**src/hw/turfio_defs.svh**
```systemverilog
`ifndef TURFIO_DEFS_SVH
`define TURFIO_DEFS_SVH

// Register bus widths, byte addressed
`define TURFIO_WB_ADR_W     12
`define TURFIO_WB_DAT_W     32

// TURF command word and its fields
`define TURFIO_CMD_W        32
`define TURFIO_CMD_SYNC_BIT 31
`define TURFIO_CMD_PPS_BIT  30
`define TURFIO_CMD_TRIG_BIT 15

// Free running clock counter
`define TURFIO_COUNT_W      48

// Entries per event queue
`define TURFIO_EVQ_DEPTH    4

// "TFIO" in ASCII
`define TURFIO_IDENT        32'h5446_494F
// Build code in upper half, then major, minor, revision
`define TURFIO_DATEVERSION  32'h2E1C_040F

// Register map, word aligned byte offsets
`define TURFIO_REG_IDENT    12'h000
`define TURFIO_REG_VERSION  12'h004
`define TURFIO_REG_CTRL     12'h008
`define TURFIO_REG_COUNT_LO 12'h00C
`define TURFIO_REG_COUNT_HI 12'h010
`define TURFIO_REG_TRIG     12'h014
`define TURFIO_REG_PPS      12'h018

`endif

```
**src/hw/turfio_pkg.sv**
```systemverilog
`include "turfio_defs.svh"

package turfio_pkg;

    //////////////////////////////////////////////////////////////////////
    // Event payloads
    //////////////////////////////////////////////////////////////////////

    // Trigger time carried in the low bits of a trigger command
    typedef logic [14:0] trig_time_t;

    // Low bits of the clock counter at a PPS
    typedef logic [15:0] pps_stamp_t;

    //////////////////////////////////////////////////////////////////////
    // Sync and clock counting
    //////////////////////////////////////////////////////////////////////

    // Phase within the 16 cycle period where sync fires
    typedef logic [3:0] sync_offset_t;

    // Value loaded into the clock counter on external sync
    typedef logic [7:0] clock_offset_t;

    // Full width clock counter
    typedef logic [`TURFIO_COUNT_W-1:0] sysclk_count_t;

endpackage

```
**src/hw/turfio_if.sv**
```systemverilog
// Event queue port between a queue and the register slave
interface turfio_evq_if #(
    parameter type payload_t = logic
);
    // Drop the head entry, one cycle
    logic     pop;
    // Queue holds at least one entry
    logic     valid;
    // Head entry
    payload_t data;
    // Sticky, a push was lost
    logic     overflow;

    // Register slave side
    modport reader (
        output pop,
        input  valid,
        input  data,
        input  overflow
    );

    // Queue side
    modport writer (
        input  pop,
        output valid,
        output data,
        output overflow
    );
endinterface

// Control fields to the sync counter and count back
interface turfio_sync_if;
    turfio_pkg::sync_offset_t  sync_offset;
    turfio_pkg::clock_offset_t clock_offset;
    logic                      en_ext_sync;
    turfio_pkg::sysclk_count_t sysclk_count;

    modport ctrl (
        output sync_offset,
        output clock_offset,
        output en_ext_sync,
        input  sysclk_count
    );

    modport counter (
        input  sync_offset,
        input  clock_offset,
        input  en_ext_sync,
        output sysclk_count
    );
endinterface

```
**src/hw/turfio_cmd_decoder.sv**
```systemverilog
`include "turfio_defs.svh"

module turfio_cmd_decoder (
    input  logic                       sysclk_i,
    input  logic                       rst_n_i,
    // TURF command word
    input  logic [`TURFIO_CMD_W-1:0]   command_i,
    input  logic                       command_valid_i,
    // Decoded strobes, one cycle after the command
    output logic                       sync_req_o,
    output logic                       pps_o,
    output logic                       trig_push_o,
    output turfio_pkg::trig_time_t     trig_time_o
);
    localparam int TT_W = $bits(turfio_pkg::trig_time_t);

    logic cmd_sync;
    logic cmd_pps;
    logic cmd_trig;

    // Fields only count in a valid cycle
    assign cmd_sync = command_valid_i && command_i[`TURFIO_CMD_SYNC_BIT];
    assign cmd_pps  = command_valid_i && command_i[`TURFIO_CMD_PPS_BIT];
    assign cmd_trig = command_valid_i && command_i[`TURFIO_CMD_TRIG_BIT];

    // Strobes
    always_ff @(posedge sysclk_i or negedge rst_n_i) begin
        if (!rst_n_i) begin
            sync_req_o  <= 1'b0;
            pps_o       <= 1'b0;
            trig_push_o <= 1'b0;
        end else begin
            sync_req_o  <= cmd_sync;
            pps_o       <= cmd_pps;
            trig_push_o <= cmd_trig;
        end
    end

    // Trigger time held until the next trigger
    always_ff @(posedge sysclk_i) begin
        if (cmd_trig) trig_time_o <= command_i[TT_W-1:0];
    end

    // Every strobe traces back to a valid word
    a_strobe_from_valid: assert property (
        @(posedge sysclk_i) disable iff (!rst_n_i)
        (sync_req_o || pps_o || trig_push_o) |-> $past(command_valid_i)
    );

endmodule

```
**src/hw/turfio_core.sv**
```systemverilog
`include "turfio_defs.svh"

module turfio_core (
    input  logic                           sysclk_i,
    input  logic                           rst_n_i,
    // Wishbone classic slave
    input  logic                           wb_cyc_i,
    input  logic                           wb_stb_i,
    input  logic                           wb_we_i,
    input  logic [`TURFIO_WB_ADR_W-1:0]    wb_adr_i,
    input  logic [`TURFIO_WB_DAT_W-1:0]    wb_dat_i,
    input  logic [`TURFIO_WB_DAT_W/8-1:0]  wb_sel_i,
    output logic                           wb_ack_o,
    output logic [`TURFIO_WB_DAT_W-1:0]    wb_dat_o,
    // TURF command path
    input  logic [`TURFIO_CMD_W-1:0]       command_i,
    input  logic                           command_valid_i,
    output logic                           sync_o,
    output logic                           pps_o
);
    logic                    sync_req;
    logic                    trig_push;
    turfio_pkg::trig_time_t  trig_time;
    turfio_pkg::pps_stamp_t  pps_stamp;

    // Control fields down, count back up
    turfio_sync_if sync_bus ();
    // One port per queue, typed by its payload
    turfio_evq_if #(.payload_t(turfio_pkg::trig_time_t)) trig_evq ();
    turfio_evq_if #(.payload_t(turfio_pkg::pps_stamp_t)) pps_evq ();

    //////////////////////////////////////////////////////////////////////
    // Register slave
    //////////////////////////////////////////////////////////////////////

    turfio_regctrl i_regctrl (
        .sysclk_i (sysclk_i),
        .rst_n_i  (rst_n_i),
        .wb_cyc_i (wb_cyc_i),
        .wb_stb_i (wb_stb_i),
        .wb_we_i  (wb_we_i),
        .wb_adr_i (wb_adr_i),
        .wb_dat_i (wb_dat_i),
        .wb_sel_i (wb_sel_i),
        .wb_ack_o (wb_ack_o),
        .wb_dat_o (wb_dat_o),
        .sync_if  (sync_bus.ctrl),
        .trig_q   (trig_evq.reader),
        .pps_q    (pps_evq.reader)
    );

    //////////////////////////////////////////////////////////////////////
    // Command path, counters and event queues
    //////////////////////////////////////////////////////////////////////

    turfio_cmd_decoder i_cmd_dec (
        .sysclk_i        (sysclk_i),
        .rst_n_i         (rst_n_i),
        .command_i       (command_i),
        .command_valid_i (command_valid_i),
        .sync_req_o      (sync_req),
        .pps_o           (pps_o),
        .trig_push_o     (trig_push),
        .trig_time_o     (trig_time)
    );

    turfio_sync_counter i_sync_cnt (
        .sysclk_i    (sysclk_i),
        .rst_n_i     (rst_n_i),
        .sync_req_i  (sync_req),
        .sync_o      (sync_o),
        .pps_stamp_o (pps_stamp),
        .sync_if     (sync_bus.counter)
    );

    turfio_event_queue #(.payload_t(turfio_pkg::trig_time_t)) i_trig_q (
        .sysclk_i (sysclk_i),
        .rst_n_i  (rst_n_i),
        .push_i   (trig_push),
        .data_i   (trig_time),
        .q        (trig_evq.writer)
    );

    // Stamp taken in the same cycle as the PPS strobe
    turfio_event_queue #(.payload_t(turfio_pkg::pps_stamp_t)) i_pps_q (
        .sysclk_i (sysclk_i),
        .rst_n_i  (rst_n_i),
        .push_i   (pps_o),
        .data_i   (pps_stamp),
        .q        (pps_evq.writer)
    );

endmodule

```
**src/hw/turfio_event_queue.sv**
```systemverilog
`include "turfio_defs.svh"

module turfio_event_queue #(
    parameter type payload_t = logic
) (
    input  logic           sysclk_i,
    input  logic           rst_n_i,
    // Producer side, no back-pressure
    input  logic           push_i,
    input  payload_t       data_i,
    // Head, flags and pop toward the register slave
    turfio_evq_if.writer   q
);
    localparam int DEPTH = `TURFIO_EVQ_DEPTH;
    localparam int PTR_W = (DEPTH > 1) ? $clog2(DEPTH) : 1;

    payload_t           mem [DEPTH];
    logic [PTR_W-1:0]   wr_ptr;
    logic [PTR_W-1:0]   rd_ptr;
    logic [PTR_W:0]     count;
    logic               overflow_q;
    logic               full;
    logic               do_push;
    logic               do_pop;

    assign full    = (count == (PTR_W+1)'(DEPTH));
    assign do_pop  = q.pop && (count != '0);
    // Full queue still takes a push when the head leaves
    assign do_push = push_i && (!full || do_pop);

    // Pointers, count and sticky overflow
    always_ff @(posedge sysclk_i or negedge rst_n_i) begin
        if (!rst_n_i) begin
            wr_ptr     <= '0;
            rd_ptr     <= '0;
            count      <= '0;
            overflow_q <= 1'b0;
        end else begin
            if (do_push) wr_ptr <= (wr_ptr == PTR_W'(DEPTH-1)) ? '0 : wr_ptr + 1'b1;
            if (do_pop)  rd_ptr <= (rd_ptr == PTR_W'(DEPTH-1)) ? '0 : rd_ptr + 1'b1;
            case ({do_push, do_pop})
                2'b10:   count <= count + 1'b1;
                2'b01:   count <= count - 1'b1;
                default: count <= count;
            endcase
            // Dropped push, then cleared by the reading pop
            if (push_i && !do_push) overflow_q <= 1'b1;
            else if (q.pop)         overflow_q <= 1'b0;
        end
    end

    // Storage
    always_ff @(posedge sysclk_i) begin
        if (do_push) mem[wr_ptr] <= data_i;
    end

    assign q.valid    = (count != '0);
    assign q.data     = mem[rd_ptr];
    assign q.overflow = overflow_q;

    a_count_bound: assert property (
        @(posedge sysclk_i) disable iff (!rst_n_i)
        count <= (PTR_W+1)'(DEPTH)
    );

    // Reader only pops a non-empty queue
    a_pop_when_valid: assert property (
        @(posedge sysclk_i) disable iff (!rst_n_i)
        q.pop |-> q.valid
    );

endmodule

```
**src/hw/turfio_regctrl.sv**
```systemverilog
`include "turfio_defs.svh"

module turfio_regctrl (
    input  logic                           sysclk_i,
    input  logic                           rst_n_i,
    // Wishbone classic slave
    input  logic                           wb_cyc_i,
    input  logic                           wb_stb_i,
    input  logic                           wb_we_i,
    input  logic [`TURFIO_WB_ADR_W-1:0]    wb_adr_i,
    input  logic [`TURFIO_WB_DAT_W-1:0]    wb_dat_i,
    input  logic [`TURFIO_WB_DAT_W/8-1:0]  wb_sel_i,
    output logic                           wb_ack_o,
    output logic [`TURFIO_WB_DAT_W-1:0]    wb_dat_o,
    // Counter control and the two queue heads
    turfio_sync_if.ctrl                    sync_if,
    turfio_evq_if.reader                   trig_q,
    turfio_evq_if.reader                   pps_q
);
    // Payload bits below valid and overflow
    localparam int QW   = `TURFIO_WB_DAT_W - 2;
    // Count bits above the low word
    localparam int HI_W = `TURFIO_COUNT_W - 32;

    logic [`TURFIO_WB_ADR_W-1:0]  adr_word;
    logic                         bus_req;
    logic                         rd_req;
    logic                         wr_ctrl;
    logic [`TURFIO_WB_DAT_W-1:0]  ctrl_word;
    logic [`TURFIO_WB_DAT_W-1:0]  trig_word;
    logic [`TURFIO_WB_DAT_W-1:0]  pps_word;
    logic [`TURFIO_WB_DAT_W-1:0]  rd_data;
    logic [HI_W-1:0]              count_hi_q;
    turfio_pkg::clock_offset_t    clock_offset_q;
    turfio_pkg::sync_offset_t     sync_offset_q;
    logic                         en_ext_sync_q;

    //////////////////////////////////////////////////////////////////////
    // Bus handshake
    //////////////////////////////////////////////////////////////////////

    // Byte lanes ignored in decode
    assign adr_word = {wb_adr_i[`TURFIO_WB_ADR_W-1:2], 2'b00};
    // New request, ack not yet given
    assign bus_req  = wb_cyc_i && wb_stb_i && !wb_ack_o;
    assign rd_req   = bus_req && !wb_we_i;
    assign wr_ctrl  = bus_req && wb_we_i && (adr_word == `TURFIO_REG_CTRL);

    // Single cycle ack, one cycle after the strobe
    always_ff @(posedge sysclk_i or negedge rst_n_i) begin
        if (!rst_n_i) begin
            wb_ack_o <= 1'b0;
        end else begin
            wb_ack_o <= bus_req;
        end
    end

    //////////////////////////////////////////////////////////////////////
    // Control register
    //////////////////////////////////////////////////////////////////////

    // Each field updates only under its own byte lane
    always_ff @(posedge sysclk_i or negedge rst_n_i) begin
        if (!rst_n_i) begin
            clock_offset_q <= '0;
            sync_offset_q  <= '0;
            en_ext_sync_q  <= 1'b0;
        end else if (wr_ctrl) begin
            if (wb_sel_i[0]) clock_offset_q <= wb_dat_i[7:0];
            if (wb_sel_i[1]) sync_offset_q  <= wb_dat_i[11:8];
            if (wb_sel_i[2]) en_ext_sync_q  <= wb_dat_i[16];
        end
    end

    assign sync_if.clock_offset = clock_offset_q;
    assign sync_if.sync_offset  = sync_offset_q;
    assign sync_if.en_ext_sync  = en_ext_sync_q;

    //////////////////////////////////////////////////////////////////////
    // Read path
    //////////////////////////////////////////////////////////////////////

    always_comb begin
        ctrl_word        = '0;
        ctrl_word[7:0]   = clock_offset_q;
        ctrl_word[11:8]  = sync_offset_q;
        ctrl_word[16]    = en_ext_sync_q;
    end

    // Valid, overflow, then head entry or zero when empty
    assign trig_word = {trig_q.valid, trig_q.overflow,
                        trig_q.valid ? QW'(trig_q.data) : QW'(0)};
    assign pps_word  = {pps_q.valid, pps_q.overflow,
                        pps_q.valid ? QW'(pps_q.data) : QW'(0)};

    always_comb begin
        case (adr_word)
            `TURFIO_REG_IDENT:    rd_data = `TURFIO_IDENT;
            `TURFIO_REG_VERSION:  rd_data = `TURFIO_DATEVERSION;
            `TURFIO_REG_CTRL:     rd_data = ctrl_word;
            `TURFIO_REG_COUNT_LO: rd_data = sync_if.sysclk_count[31:0];
            `TURFIO_REG_COUNT_HI: rd_data = `TURFIO_WB_DAT_W'(count_hi_q);
            `TURFIO_REG_TRIG:     rd_data = trig_word;
            `TURFIO_REG_PPS:      rd_data = pps_word;
            // Unmapped reads back zero
            default:              rd_data = '0;
        endcase
    end

    // Read word and upper count captured at the strobe
    always_ff @(posedge sysclk_i) begin
        if (rd_req) wb_dat_o <= rd_data;
        if (rd_req && (adr_word == `TURFIO_REG_COUNT_LO)) begin
            count_hi_q <= sync_if.sysclk_count[`TURFIO_COUNT_W-1:32];
        end
    end

    // Pop lands with the ack, so the head was already sampled
    always_ff @(posedge sysclk_i or negedge rst_n_i) begin
        if (!rst_n_i) begin
            trig_q.pop <= 1'b0;
            pps_q.pop  <= 1'b0;
        end else begin
            trig_q.pop <= rd_req && (adr_word == `TURFIO_REG_TRIG) && trig_q.valid;
            pps_q.pop  <= rd_req && (adr_word == `TURFIO_REG_PPS) && pps_q.valid;
        end
    end

    // Master must hold the cycle until it sees ack
    a_ack_in_cycle: assert property (
        @(posedge sysclk_i) disable iff (!rst_n_i)
        wb_ack_o |-> (wb_cyc_i && wb_stb_i)
    );

endmodule

```
**src/hw/turfio_sync_counter.sv**
```systemverilog
module turfio_sync_counter (
    input  logic                    sysclk_i,
    input  logic                    rst_n_i,
    // Sync request from the command decoder
    input  logic                    sync_req_i,
    output logic                    sync_o,
    // Count snapshot for the PPS queue
    output turfio_pkg::pps_stamp_t  pps_stamp_o,
    turfio_sync_if.counter          sync_if
);
    localparam int STAMP_W = $bits(turfio_pkg::pps_stamp_t);

    turfio_pkg::sync_offset_t  phase_q;
    turfio_pkg::sysclk_count_t count_q;
    logic                      ext_sync;

    // Requests ignored unless external sync is enabled
    assign ext_sync = sync_req_i && sync_if.en_ext_sync;

    //////////////////////////////////////////////////////////////////////
    // Phase and clock counters
    //////////////////////////////////////////////////////////////////////

    // Phase wraps every 16 cycles on its own width
    always_ff @(posedge sysclk_i or negedge rst_n_i) begin
        if (!rst_n_i) begin
            phase_q <= '0;
            count_q <= '0;
        end else if (ext_sync) begin
            // Realign phase and preset the count
            phase_q <= '0;
            count_q <= turfio_pkg::sysclk_count_t'(sync_if.clock_offset);
        end else begin
            phase_q <= phase_q + 1'b1;
            count_q <= count_q + 1'b1;
        end
    end

    //////////////////////////////////////////////////////////////////////
    // Sync output
    //////////////////////////////////////////////////////////////////////

    // Compare is registered, so sync lags the phase match by one
    always_ff @(posedge sysclk_i or negedge rst_n_i) begin
        if (!rst_n_i) begin
            sync_o <= 1'b0;
        end else begin
            sync_o <= (phase_q == sync_if.sync_offset);
        end
    end

    assign sync_if.sysclk_count = count_q;
    // Low count bits, pushed with the PPS strobe
    assign pps_stamp_o          = count_q[STAMP_W-1:0];

endmodule

```
**config.mk**
```make
export PLATFORM = sky130hd
export DESIGN_NAME = turfio_core
export DESIGN_NICKNAME = d
export VERILOG_FILES = /design/src/hw/turfio_pkg.sv /design/src/hw/turfio_if.sv /design/src/hw/turfio_cmd_decoder.sv /design/src/hw/turfio_core.sv /design/src/hw/turfio_event_queue.sv /design/src/hw/turfio_regctrl.sv /design/src/hw/turfio_sync_counter.sv
export VERILOG_INCLUDE_DIRS = /design/src /design/src/hw
export SDC_FILE = /design/constraint.sdc
export NUM_CORES = 1
export LEC_CHECK = 0
export ABC_AREA = 1
export BUFFER_PORTS_ARGS = -buffer_cell sky130_fd_sc_hd__buf_4
export CAP_MARGIN = 15
export CELL_PAD_IN_SITES_DETAIL_PLACEMENT = 1
export CELL_PAD_IN_SITES_GLOBAL_PLACEMENT = 1
export CORE_MARGIN = 2
export CORE_UTILIZATION = 45
export CTS_CLUSTER_DIAMETER = 100
export DETAILED_ROUTE_END_ITERATION = 8
export PLACE_DENSITY_LB_ADDON = 0.15
export SETUP_SLACK_MARGIN = 0.1
export SLEW_MARGIN = 5
export SYNTH_ARGS = -nofsm -noshare
export SYNTH_HDL_FRONTEND = slang
export SYNTH_HIERARCHICAL = 1
export SYNTH_SLANG_ARGS = --single-unit
```
**constraint.sdc**
```tcl
create_clock -name sysclk_i -period 3.6 [get_ports sysclk_i]
set_input_delay 0.18 -clock sysclk_i [delete_from_list [all_inputs] [get_ports sysclk_i]]
set_output_delay 0.18 -clock sysclk_i [all_outputs]
set_load 0.05 [all_outputs]
```
== Word-level counts from Yosys, hierarchy flattened ==
Memories as Yosys holds them, arrays and structs flattened.
Cells that the tools add are included.
Widths: inputs -> output; s select.

* RAM bits: 124
* Output and inout port bits: 35
* Input bits: 86
* Register bits: 151
* Memories: 2
* Logic and storage cells: 109

{| class="wikitable"
|+ Memories
! memory !! depth !! width !! rd ports !! clocked after Yosys merged registers in !! wr ports !! line !! RTL
|-
| i_pps_q.mem || 4 || 16 || 1 || 0 || 1 || turfio_event_queue.sv:17 || <nowiki>payload_t mem [DEPTH];</nowiki>
|-
| i_trig_q.mem || 4 || 15 || 1 || 0 || 1 || turfio_event_queue.sv:17 ||
|}

* Multiplexer cells: 19
* Add/subtract/negate cells: 10
* Equal/unequal tests: 17
* Reductions and logical operators: 38

{| class="wikitable"
|+ Operator list
! operator !! number
|-
| $pmux 32 s7 || 1
|-
| $add 48x1->48 const B || 1
|-
| $mux 48 || 1
|-
| $eq 10x3->1 const B || 3
|-
| $eq 10x2->1 const B || 2
|-
| $logic_and 1x1->1 || 20
|-
| $mux 16 || 1
|-
| $mux 15 || 1
|-
| $eq 2x2->1 const B || 6
|-
| $logic_not 12->1 || 1
|-
| $pmux 3 s2 || 2
|-
| $eq 10x1->1 const B || 1
|-
| $add 2x1->2 const B || 4
|-
| $mux 1 || 8
|-
| $mux 2 || 4
|-
| $reduce_bool 2->1 || 4
|-
| $add 3x1->3 const B || 2
|-
| $eq 3x3->1 const B || 2
|-
| $logic_not 1->1 || 6
|-
| $reduce_and 2->1 || 3
|-
| $reduce_bool 3->1 || 2
|-
| $sub 3x1->3 const B || 2
|-
| $add 4x1->4 const B || 1
|-
| $eq 2x1->1 const B || 2
|-
| other kinds (3) || 4
|}

== Depth between registers and ports, before layout ==
Gate-level depths: netlist of the first run.

* Word-level depth: 7
* Mapped depth: 10
* Gate-level depth less buffers: 9

== By module ==
The synthesis of the first run kept the hierarchy.

{| class="wikitable"
|+ By module, submodules not included
! module !! times used !! cells each !! area each (um^2) !! sequential area each (um^2)
|-
| turfio_regctrl || 1 || 382 || 3379.5 || 1841.8
|-
| turfio_sync_counter || 1 || 476 || 3342.0 || 1326.3
|-
| turfio_event_queue at i_pps_q || 1 || 217 || 2880.3 || 2122.0
|-
| turfio_event_queue at i_trig_q || 1 || 208 || 2730.1 || 2001.9
|-
| turfio_cmd_decoder || 1 || 24 || 548.0 || 525.5
|}

== Worst setup path after synthesis of the first run ==
Ideal clock, no wire load.

* Path kind: reg2reg
* Start point: register i_regctrl.wb_ack_o
* End point: register i_regctrl.count_hi_q[0], enable pin
* Cell stages (with the launch flop): 6
* Arrival: 3.152 ns
* Data required time: 3.212 ns
* Period minus slack after synthesis: 3.541 ns
* Library setup time: 0.388 ns
* Path buffers: 0
* Setup slack: 0.059 ns
* Cell sequence: dfrtp_1 > inv_1 > nand3_1 > nor2_1 > inv_1 > nor2_1

* Longest elaborated chain between the ends: 4

{| class="wikitable"
|+ RTL lines
! element !! line !! RTL
|-
| start, declared || turfio_regctrl.sv:13 || <nowiki>output logic wb_ack_o,</nowiki>
|-
| start signal, assigned || turfio_regctrl.sv:54 || <nowiki>wb_ack_o <= bus_req;</nowiki>
|-
| $logic_not 1->1 || turfio_regctrl.sv:45 || <nowiki>assign bus_req = wb_cyc_i && wb_stb_i && !wb_ack_o;</nowiki>
|-
| $logic_and 1x1->1 || turfio_regctrl.sv:45 ||
|-
| $logic_and 1x1->1 || turfio_regctrl.sv:46 || <nowiki>assign rd_req = bus_req && !wb_we_i;</nowiki>
|-
| $logic_and 1x1->1 || turfio_regctrl.sv:113 || <nowiki>if (rd_req && (adr_word == `TURFIO_REG_COUNT_LO)) begin</nowiki>
|-
| end signal, assigned || turfio_regctrl.sv:114 || <nowiki>count_hi_q <= sync_if.sysclk_count[`TURFIO_COUNT_W-1:32];</nowiki>
|-
| end, declared || turfio_regctrl.sv:33 || <nowiki>logic [HI_W-1:0] count_hi_q;</nowiki>
|}

Every way passes these cells.
A chain may end at the register's enable or synchronous reset.

==> impl_metrics.csv, run 1 <==
group,metric,value,unit
run_status,status,"finished, final reports clean",
timing,setup_slack,1.32,ns
worst_hold_path,holdPathStages,3,
cts,cts_setup_buffers,0,
cts,cts.sinks,275,
cts,clock_tree.buffer_depth,3,
logic_synthesis,synth_area,0.0129,mm2
route,ant_nets,0,
global_route,grt_first_pass_wirelength,58300,um
pwr,p_leak,6.38,nW
cts,path_clk_slew,0.06,ns
global_route,grt_pass1_vias,10300,
global_route,grtUsageTotal,25.0,%
route,wl_met3,1710,um
finish,fill_cells,3152,
pwr,power.total,7.85,mW
cts,h-tree-depth,1,
timing,finalSetupViolations,0,
die,start_util,46.0,%
job,drv_cap,0,
worst_setup_path,cp.required,3.99,ns
logic_synthesis,synth_top_family_by_area,"simple AND/OR/NAND/NOR gates",
logic_synthesis,yosys-mux-area-fraction,0,%
cts,cts_buffers,30,
logic_synthesis,ys_seq_elements,275,
global_route,grt_max_degree,47,
logic_synthesis,synth.largest_area_cell,"edfxtp_1",
logic_synthesis,synthAdderAreaFrac,1.48,%
route,wl_per_cell,20.5,um
pwr,ir_drop,312,uV
logic_synthesis,yosysSeqAreaShare,60.7,%
timing,slew_headroom,31.6,%
logic_synthesis,ys.flop_type,"edfxtp_1",
route,vias_per_cell,5.38,
logic_synthesis,synth_xor_xnor_area_share,1.22,%
finish,syn_to_final_growth,17.4,%
worst_setup_path,critPathKind,"reg2reg",
worst_setup_path,startpoint,"i_pps_q/rd_ptr[1]$_DFFE_PN0P_",
place,post-place-ws,1.37,ns
die,core,0.0280,mm2
die,fp.dieArea,0.0300,mm2
logic_synthesis,synthesis.nets,1407,
die,io_pins,121,
logic_synthesis,synth_cell_types,40,
worst_setup_path,critPathCapture,"i_regctrl/wb_dat_o[5]$_DFFE_PN_",
logic_synthesis,synth-simple-area-share,23.6,%
die,dieWidth,173,um
worst_setup_path,r2r-start,"i_pps_q/rd_ptr[1]$_DFFE_PN0P_",
timing,tns,0,ns
global_route,overflow,0,
worst_hold_path,hp-class,"in2reg",
logic_synthesis,synth_edf_count,187,
worst_setup_path,cp.arrival,2.66,ns
cts,tritoncts,"yes",
timing,period_minus_slack,2.28,ns
logic_synthesis,syn_area_per_cell,9.85,um2
timing,grt_setup_unrepaired,"false",
logic_synthesis,yosys.area.top_type_share,43.6,%
place,port-buffer-count,84,
worst_setup_path,cp-start-kind,"flop",
die,num_rows,61,
cts,clkLatencyLatePin,0.55,ns
finish,drive_above_1_share,15.6,%
timing,final-hold-violation-count,0,
timing,drv_slew,0,
timing,period_share,63.2,%
worst_setup_path,reg2reg_depth,7,
worst_setup_path,cp_max_fo,18,
timing,clock_skew,0.0170,ns
timing,tightest_slew,1.03,ns
route,wl_met2,18300,um
cts,cts_resized,0,
route,wl,37300,um
logic_synthesis,ys_warn_count,6,
worst_setup_path,endpoint_kind,"flop",
worst_setup_path,reg2reg_slack,1.32,ns
finish,multi_input_area,0.00430,mm2
logic_synthesis,syn_inst,1307,
route,route.vias.total,9795,
logic_synthesis,synth_compound_area_share,7.03,%
place,hpwl,25700,um
pwr,power_density,519,mW/mm2
logic_synthesis,synthTopCellsByArea,"edfxtp_1, dfrtp_1, nand2_1, nor2_1, inv_1",
cts,root_buffer,"clkbuf_16",
route,dr.max_layer_used,"met4",
finish,seq_area,0.00782,mm2
die,die_h,173,um
route,drt_iter0_drc,642,
logic_synthesis,async_flop_share,32.0,%
place,place.gp.congestion,0.863,
route,drt_first_pass_iters,4,
global_route,antenna_found_initial,2,
finish,nets,1519,
timing,max_freq,439,MHz
route,m1WireLength,15800,um
route,drc_errors,0,
worst_setup_path,r2r_end,"i_regctrl/wb_dat_o[5]$_DFFE_PN_",
-- routing by layer --
layer / global-route usage, % / up-vias
li1: - / 4573
met1: 32.2 / 4913
met2: 42.5 / 229
met3: 3.47 / 80
met4: 10.3 / 0
met5: 0 / -
-- kinds of logic (layout without fill, tap and decap cells) --
kind of cell | after synthesis | count (layout)
and+or+nand+nor | 661 | 661
AOI/OAI and AO/OA | 163 | 163
xor gates and xnor gates | 18 | 18
DFF | 275 | 275
other | 0 | 1
buffers and inverters | 176 | 312
adders and majority gates | 14 | 14
-- synth_stat cells (all sizes together), types with 2 or more instances --
| cell type | number |
|---|---|
| or2 | 2 |
| edfxtp | 187 |
| nand2 | 282 |
| nor3 | 9 |
| xnor2 | 5 |
| nand3 | 84 |
| nand3b | 10 |
| o21ai | 105 |
| a21oi | 25 |
| dfrtp | 88 |
| ha | 12 |
| fa | 2 |
| xor2 | 13 |
| nor2 | 246 |
| nand4 | 27 |
| clkbuf | 16 |
| inv | 122 |
| buf | 38 |
| o22ai | 31 |
-- final cells by class --
type | count | share of cell area, %
diodes | 1 | 0.0165
clock buffers | 47 | 5.92
clock inverters | 9 | 0.496
inverters | 122 | 3.03
multi-input cells | 856 | 28.5
flip-flops and latches | 275 | 51.7
well taps | 378 | 3.13
repair buffers | 134 | 7.25
-- how the worst min path moves through the flow --
stage / from / slack, ns / to
final: wb_sel_i[1] / 0.03 / i_regctrl/sync_if.sync_offset[1]$_DFFE_PN0P_
after global routing: wb_we_i / 0.02 / i_regctrl/wb_dat_o[6]$_DFFE_PN_
after CTS: wb_sel_i[1] / 0.02 / i_regctrl/sync_if.sync_offset[1]$_DFFE_PN0P_
after detailed placement: rst_n_i / 0.13 / i_trig_q/rd_ptr[1]$_DFFE_PN0P_
after global placement: rst_n_i / 0.13 / i_trig_q/rd_ptr[1]$_DFFE_PN0P_
after floorplan: rst_n_i / -0.12 / i_cmd_dec/pps_o$_DFF_PN0_
-- per-stage QoR --
step | cell area [um2] | hold slack [ns] | utilization [%] | std cells
after floorplan | 12900 | -0.116 | - | 1307
after global placement | 13800 | 0.133 | 49.2 | 1729
after detailed placement | 13800 | 0.133 | 49.2 | 1729
after CTS | 15100 | 0.0164 | 54.0 | 1821
after global routing | 15100 | 0.0212 | 54.0 | 1822
final | 15100 | 0.0334 | 54.0 | 1822
-- flip-flops by register name, summed over array words and instances (netlist names), 2 cells and up --
signal                           count
i_trig_q/count                       3
i_cmd_dec/trig_time_o               15
i_sync_cnt/sync_if.sysclk_count     48
i_trig_q/wr_ptr                      2
i_pps_q/mem                         64
i_regctrl/count_hi_q                16
i_trig_q/mem                        60
i_regctrl/sync_if.clock_offset       8
i_regctrl/sync_if.sync_offset        4
i_pps_q/rd_ptr                       2
i_sync_cnt/phase_q                   4
i_regctrl/wb_dat_o                  32
i_trig_q/rd_ptr                      2
i_pps_q/count                        3
i_pps_q/wr_ptr                       2
-- critical path, stage by stage, from the launching register on --
cell,delay [ns]
dfrtp_1,0.62
inv_1,0.57
o21ai_0,0.20
o22ai_1,0.29
nand4_1,0.15
nand2_1,0.13
inv_1,0.05
nand2_1,0.12
-- power by group --
part	internal, mW	leakage (nW)	switching [mW]
registers	3.70	2.98	0.232
logic	0.302	2.92	0.615
clock network	1.77	0.476	1.23
total	5.77	6.38	2.08
-- placed cells by master, fill, tap and decap left out, drive strengths merged, types with 9 or more instances in the layout --
cell type    Yosys  routed
dlygate4sd3      0      36
o22ai           31      31
edfxtp         187     187
xor2            13      13
o21ai          105     105
clkbuf          16      47
nand3b          10      10
dfrtp           88      88
inv            122     122
nand4           27      27
nor3             9       9
a21oi           25      25
nand3           84      84
buf             38      98
nor2           246     246
ha              12      12
nand2          282     282
-- repair_timing --
item,CTS,global route
hold buffers,36,0
hold endpoints to repair,73,0
setup endpoints to repair,0,0
No activity file was read; power rests on OpenSTA's default activity.
==> inputs of run 2 (changes only) <==
- CORE_UTILIZATION: 45 -> 42
- clock period: 3.6 -> 2 ns (I/O delays scaled with it)
==> run 2 against run 1 <==
Non-clock buffer count up 44. Maximum frequency up 24%. Worst hold slack better by 0.021 ns. Register-to-register slack worse by 1.2 ns. Setup slack worse by 1.2 ns. Cell area up 3.6%. Combinational power up 89%. Total power up 89%. Sequential power up 79%.
==> impl_metrics.csv, run 2 (synthesis results as in run 1) <==
group,metric,value,unit
finish,largest_reg_flops,64,
worst_setup_path,cp_max_fo,32,
worst_setup_path,critPathCapture,"i_regctrl/wb_dat_o[2]$_DFFE_PN_",
timing,slew_headroom,39.1,%
route,wl,38400,um
die,num_rows,64,
route,vias_per_cell,5.26,
finish,diodes,0,
route,drt_first_pass_iters,5,
pwr,switching_power,3.84,mW
timing,drv_slew,0,
timing,period_minus_slack,1.83,ns
pwr,p_int,11.0,mW
timing,period_share,91.5,%
route,route.vias.total,9916,
pwr,combPwrFrac,11.7,%
global_route,grtUsageTotal,24.5,%
timing,finalSetupViolations,0,
global_route,antenna_found_initial,1,
worst_setup_path,reg2reg_slack,0.17,ns
worst_setup_path,critical_path_buf_inv_count,2,
cts,cts.sinks,275,
global_route,grt_pass1_vias,10500,
worst_setup_path,endpoint_kind,"flop",
pwr,power_density,946,mW/mm2
cts,clock_tree.buffer_depth,3,
cts,path_clk_slew,0.06,ns
pwr,clkPwrFrac,40.8,%
finish,syn_to_final_growth,21.6,%
worst_setup_path,critPathTopFamily,"simple AND/OR/NAND/NOR gates",
route,drt_iter0_drc,497,
worst_setup_path,startpoint,"i_trig_q/rd_ptr[0]$_DFFE_PN0P_",
worst_setup_path,cp.required,2.44,ns
timing,max_freq,546,MHz
global_route,grt_max_degree,41,
place,hpwl,27500,um
finish,fill_cells,3400,
finish,top_register,"i_pps_q/mem",
global_route,overflow,0,
worst_setup_path,critPathKind,"reg2reg",
place,port-buffer-count,84,
finish,final_common_cell,"nand2_1",
timing,tns,0,ns
cts,h-tree-depth,1,
cts,root_buffer,"clkbuf_16",
worst_setup_path,r2r-start,"i_trig_q/rd_ptr[0]$_DFFE_PN0P_",
die,dieWidth,179,um
finish,final_util,51.5,%
finish,drive_above_1_share,18.7,%
die,fp.dieArea,0.0321,mm2
route,wl_per_cell,20.4,um
cts,clkLatencyLatePin,0.57,ns
worst_setup_path,crit_path_frequent_cell,"nand2_1",
finish,seq_area,0.00782,mm2
finish,multi_input_area,0.00432,mm2
worst_setup_path,cp.depth,8,
place,post-place-ws,0.207,ns
worst_setup_path,worstPathCellList,"buf_4 > o21ai_0 > o22ai_1 > nand2_1 > nand3b_1 > nand2_1 > inv_1 > nand2_1",
worst_setup_path,cp-start-kind,"flop",
worst_setup_path,reg2reg_depth,8,
worst_setup_path,max_stage_delay,0.35,ns
run_status,status,"finished, final reports clean",
pwr,p_leak,6.67,nW
die,core,0.0304,mm2
timing,setup_slack,0.170,ns
pwr,power.total,14.8,mW
place,place.gp.congestion,0.828,
worst_setup_path,crit_path_top_delay_cell,"dfrtp_1",
worst_setup_path,cp.arrival,2.27,ns
worst_setup_path,r2r_end,"i_regctrl/wb_dat_o[2]$_DFFE_PN_",
timing,clock_skew,0.0292,ns
finish,nets,1564,
global_route,grt_first_pass_wirelength,58800,um
die,die_h,179,um
pwr,ir_drop,776,uV
cts,tritoncts,"yes",
die,start_util,42.3,%
route,drc_errors,0,
die,io_pins,121,
timing,tightest_slew,0.910,ns
pwr,seq_power_share,47.5,%
job,drv_cap,0,
worst_hold_path,hp-class,"in2reg",
timing,grt_setup_unrepaired,"false",
pwr,switching_share,25.9,%
timing,final-hold-violation-count,0,
route,ant_nets,0,
cts,cts_buffers,31,
finish,final_cell_mix,"nand2_1, nor2_1, edfxtp_1",
==> run 2: cell count changes in the layout (fill, tap and decap cells not counted), sizes merged <==
| cell | previous run | this run |
|---|---|---|
| buf | 98 | 139 |
| dlygate4sd3 | 36 | 39 |
| inv | 122 | 124 |
| clkinv | 7 | 11 |
| diode | 1 | 0 |
| clkbuf | 47 | 39 |
| bufinv | 1 | 5 |
==> run 2: how the worst min path moves through the flow <==
| stage | startpoint | cells after the start | to |
|---|---|---|---|
| floorplan | rst_n_i | 0 | i_cmd_dec/pps_o$_DFF_PN0_ |
| global placement | rst_n_i | 1 | i_trig_q/rd_ptr[0]$_DFFE_PN0P_ |
| detailed placement | rst_n_i | 1 | i_trig_q/rd_ptr[0]$_DFFE_PN0P_ |
| CTS | wb_cyc_i | 5 | i_regctrl/trig_q.pop$_DFF_PN0_ |
| global route | wb_cyc_i | 5 | i_regctrl/trig_q.pop$_DFF_PN0_ |
| finish | wb_cyc_i | 5 | i_regctrl/trig_q.pop$_DFF_PN0_ |
==> run 2: stage by stage <==
| stage | instance area [um2] | instances | hold WS, ns |
|---|---|---|---|
| floorplan | 12900 | 1307 | -0.196 |
| global placement | 14200 | 1788 | 0.172 |
| detailed placement | 14200 | 1788 | 0.173 |
| CTS | 15700 | 1885 | 0.0354 |
| global route | 15700 | 1885 | 0.0615 |
| finish | 15700 | 1885 | 0.0544 |
==> run 2: routing by layer <==
metal | vias to the layer above | wire [um] | track usage [%]
met5 | - | 13 | 0
met4 | 2 | 1300 | 8.70
met1 | 4944 | 16100 | 30.5
met2 | 216 | 19300 | 43.3
met3 | 81 | 1670 | 3.37
li1 | 4673 | - | -
==> run 2: area by class of cell <==
| type | count | area share, % |
|---|---|---|
| Clock inverter | 19 | 1.42 |
| Tap cell | 396 | 3.16 |
| Clock buffer | 39 | 5.60 |
| Inverter | 122 | 2.92 |
| Sequential cell | 275 | 49.9 |
| Timing Repair Buffer | 178 | 9.39 |
| Multi-Input combinational cell | 856 | 27.6 |
==> run 2: worst register-to-register path: cells and delay by family (launching register included) <==
family | cells | cell delay, ns
AND/OR/NAND/NOR | 4 | 0.54
AO/OA/AOI/OAI | 2 | 0.47
buffers and inverters | 2 | 0.38
flip-flops | 1 | 0.35
==> run 2: power groups by stage <==
stage	clock (mW)	sequential (mW)	combinational, mW
after floorplan	0	7.10	1.10
after global placement	0	7.11	1.60
after detailed placement	0	7.15	1.69
after CTS	6.16	7.04	1.76
after global routing	6.36	7.10	1.94
final	6.04	7.04	1.73
==> run 2: what timing repair did <==
| item | CTS | global route |
|---|---|---|
| hold buffers | 39 | 0 |
| gates resized for setup | 0 | 3 |
| endpoints found under the setup margin | 0 | 3 |
| endpoints found under the hold margin | 70 | 0 |
| setup buffers | 0 | 0 |
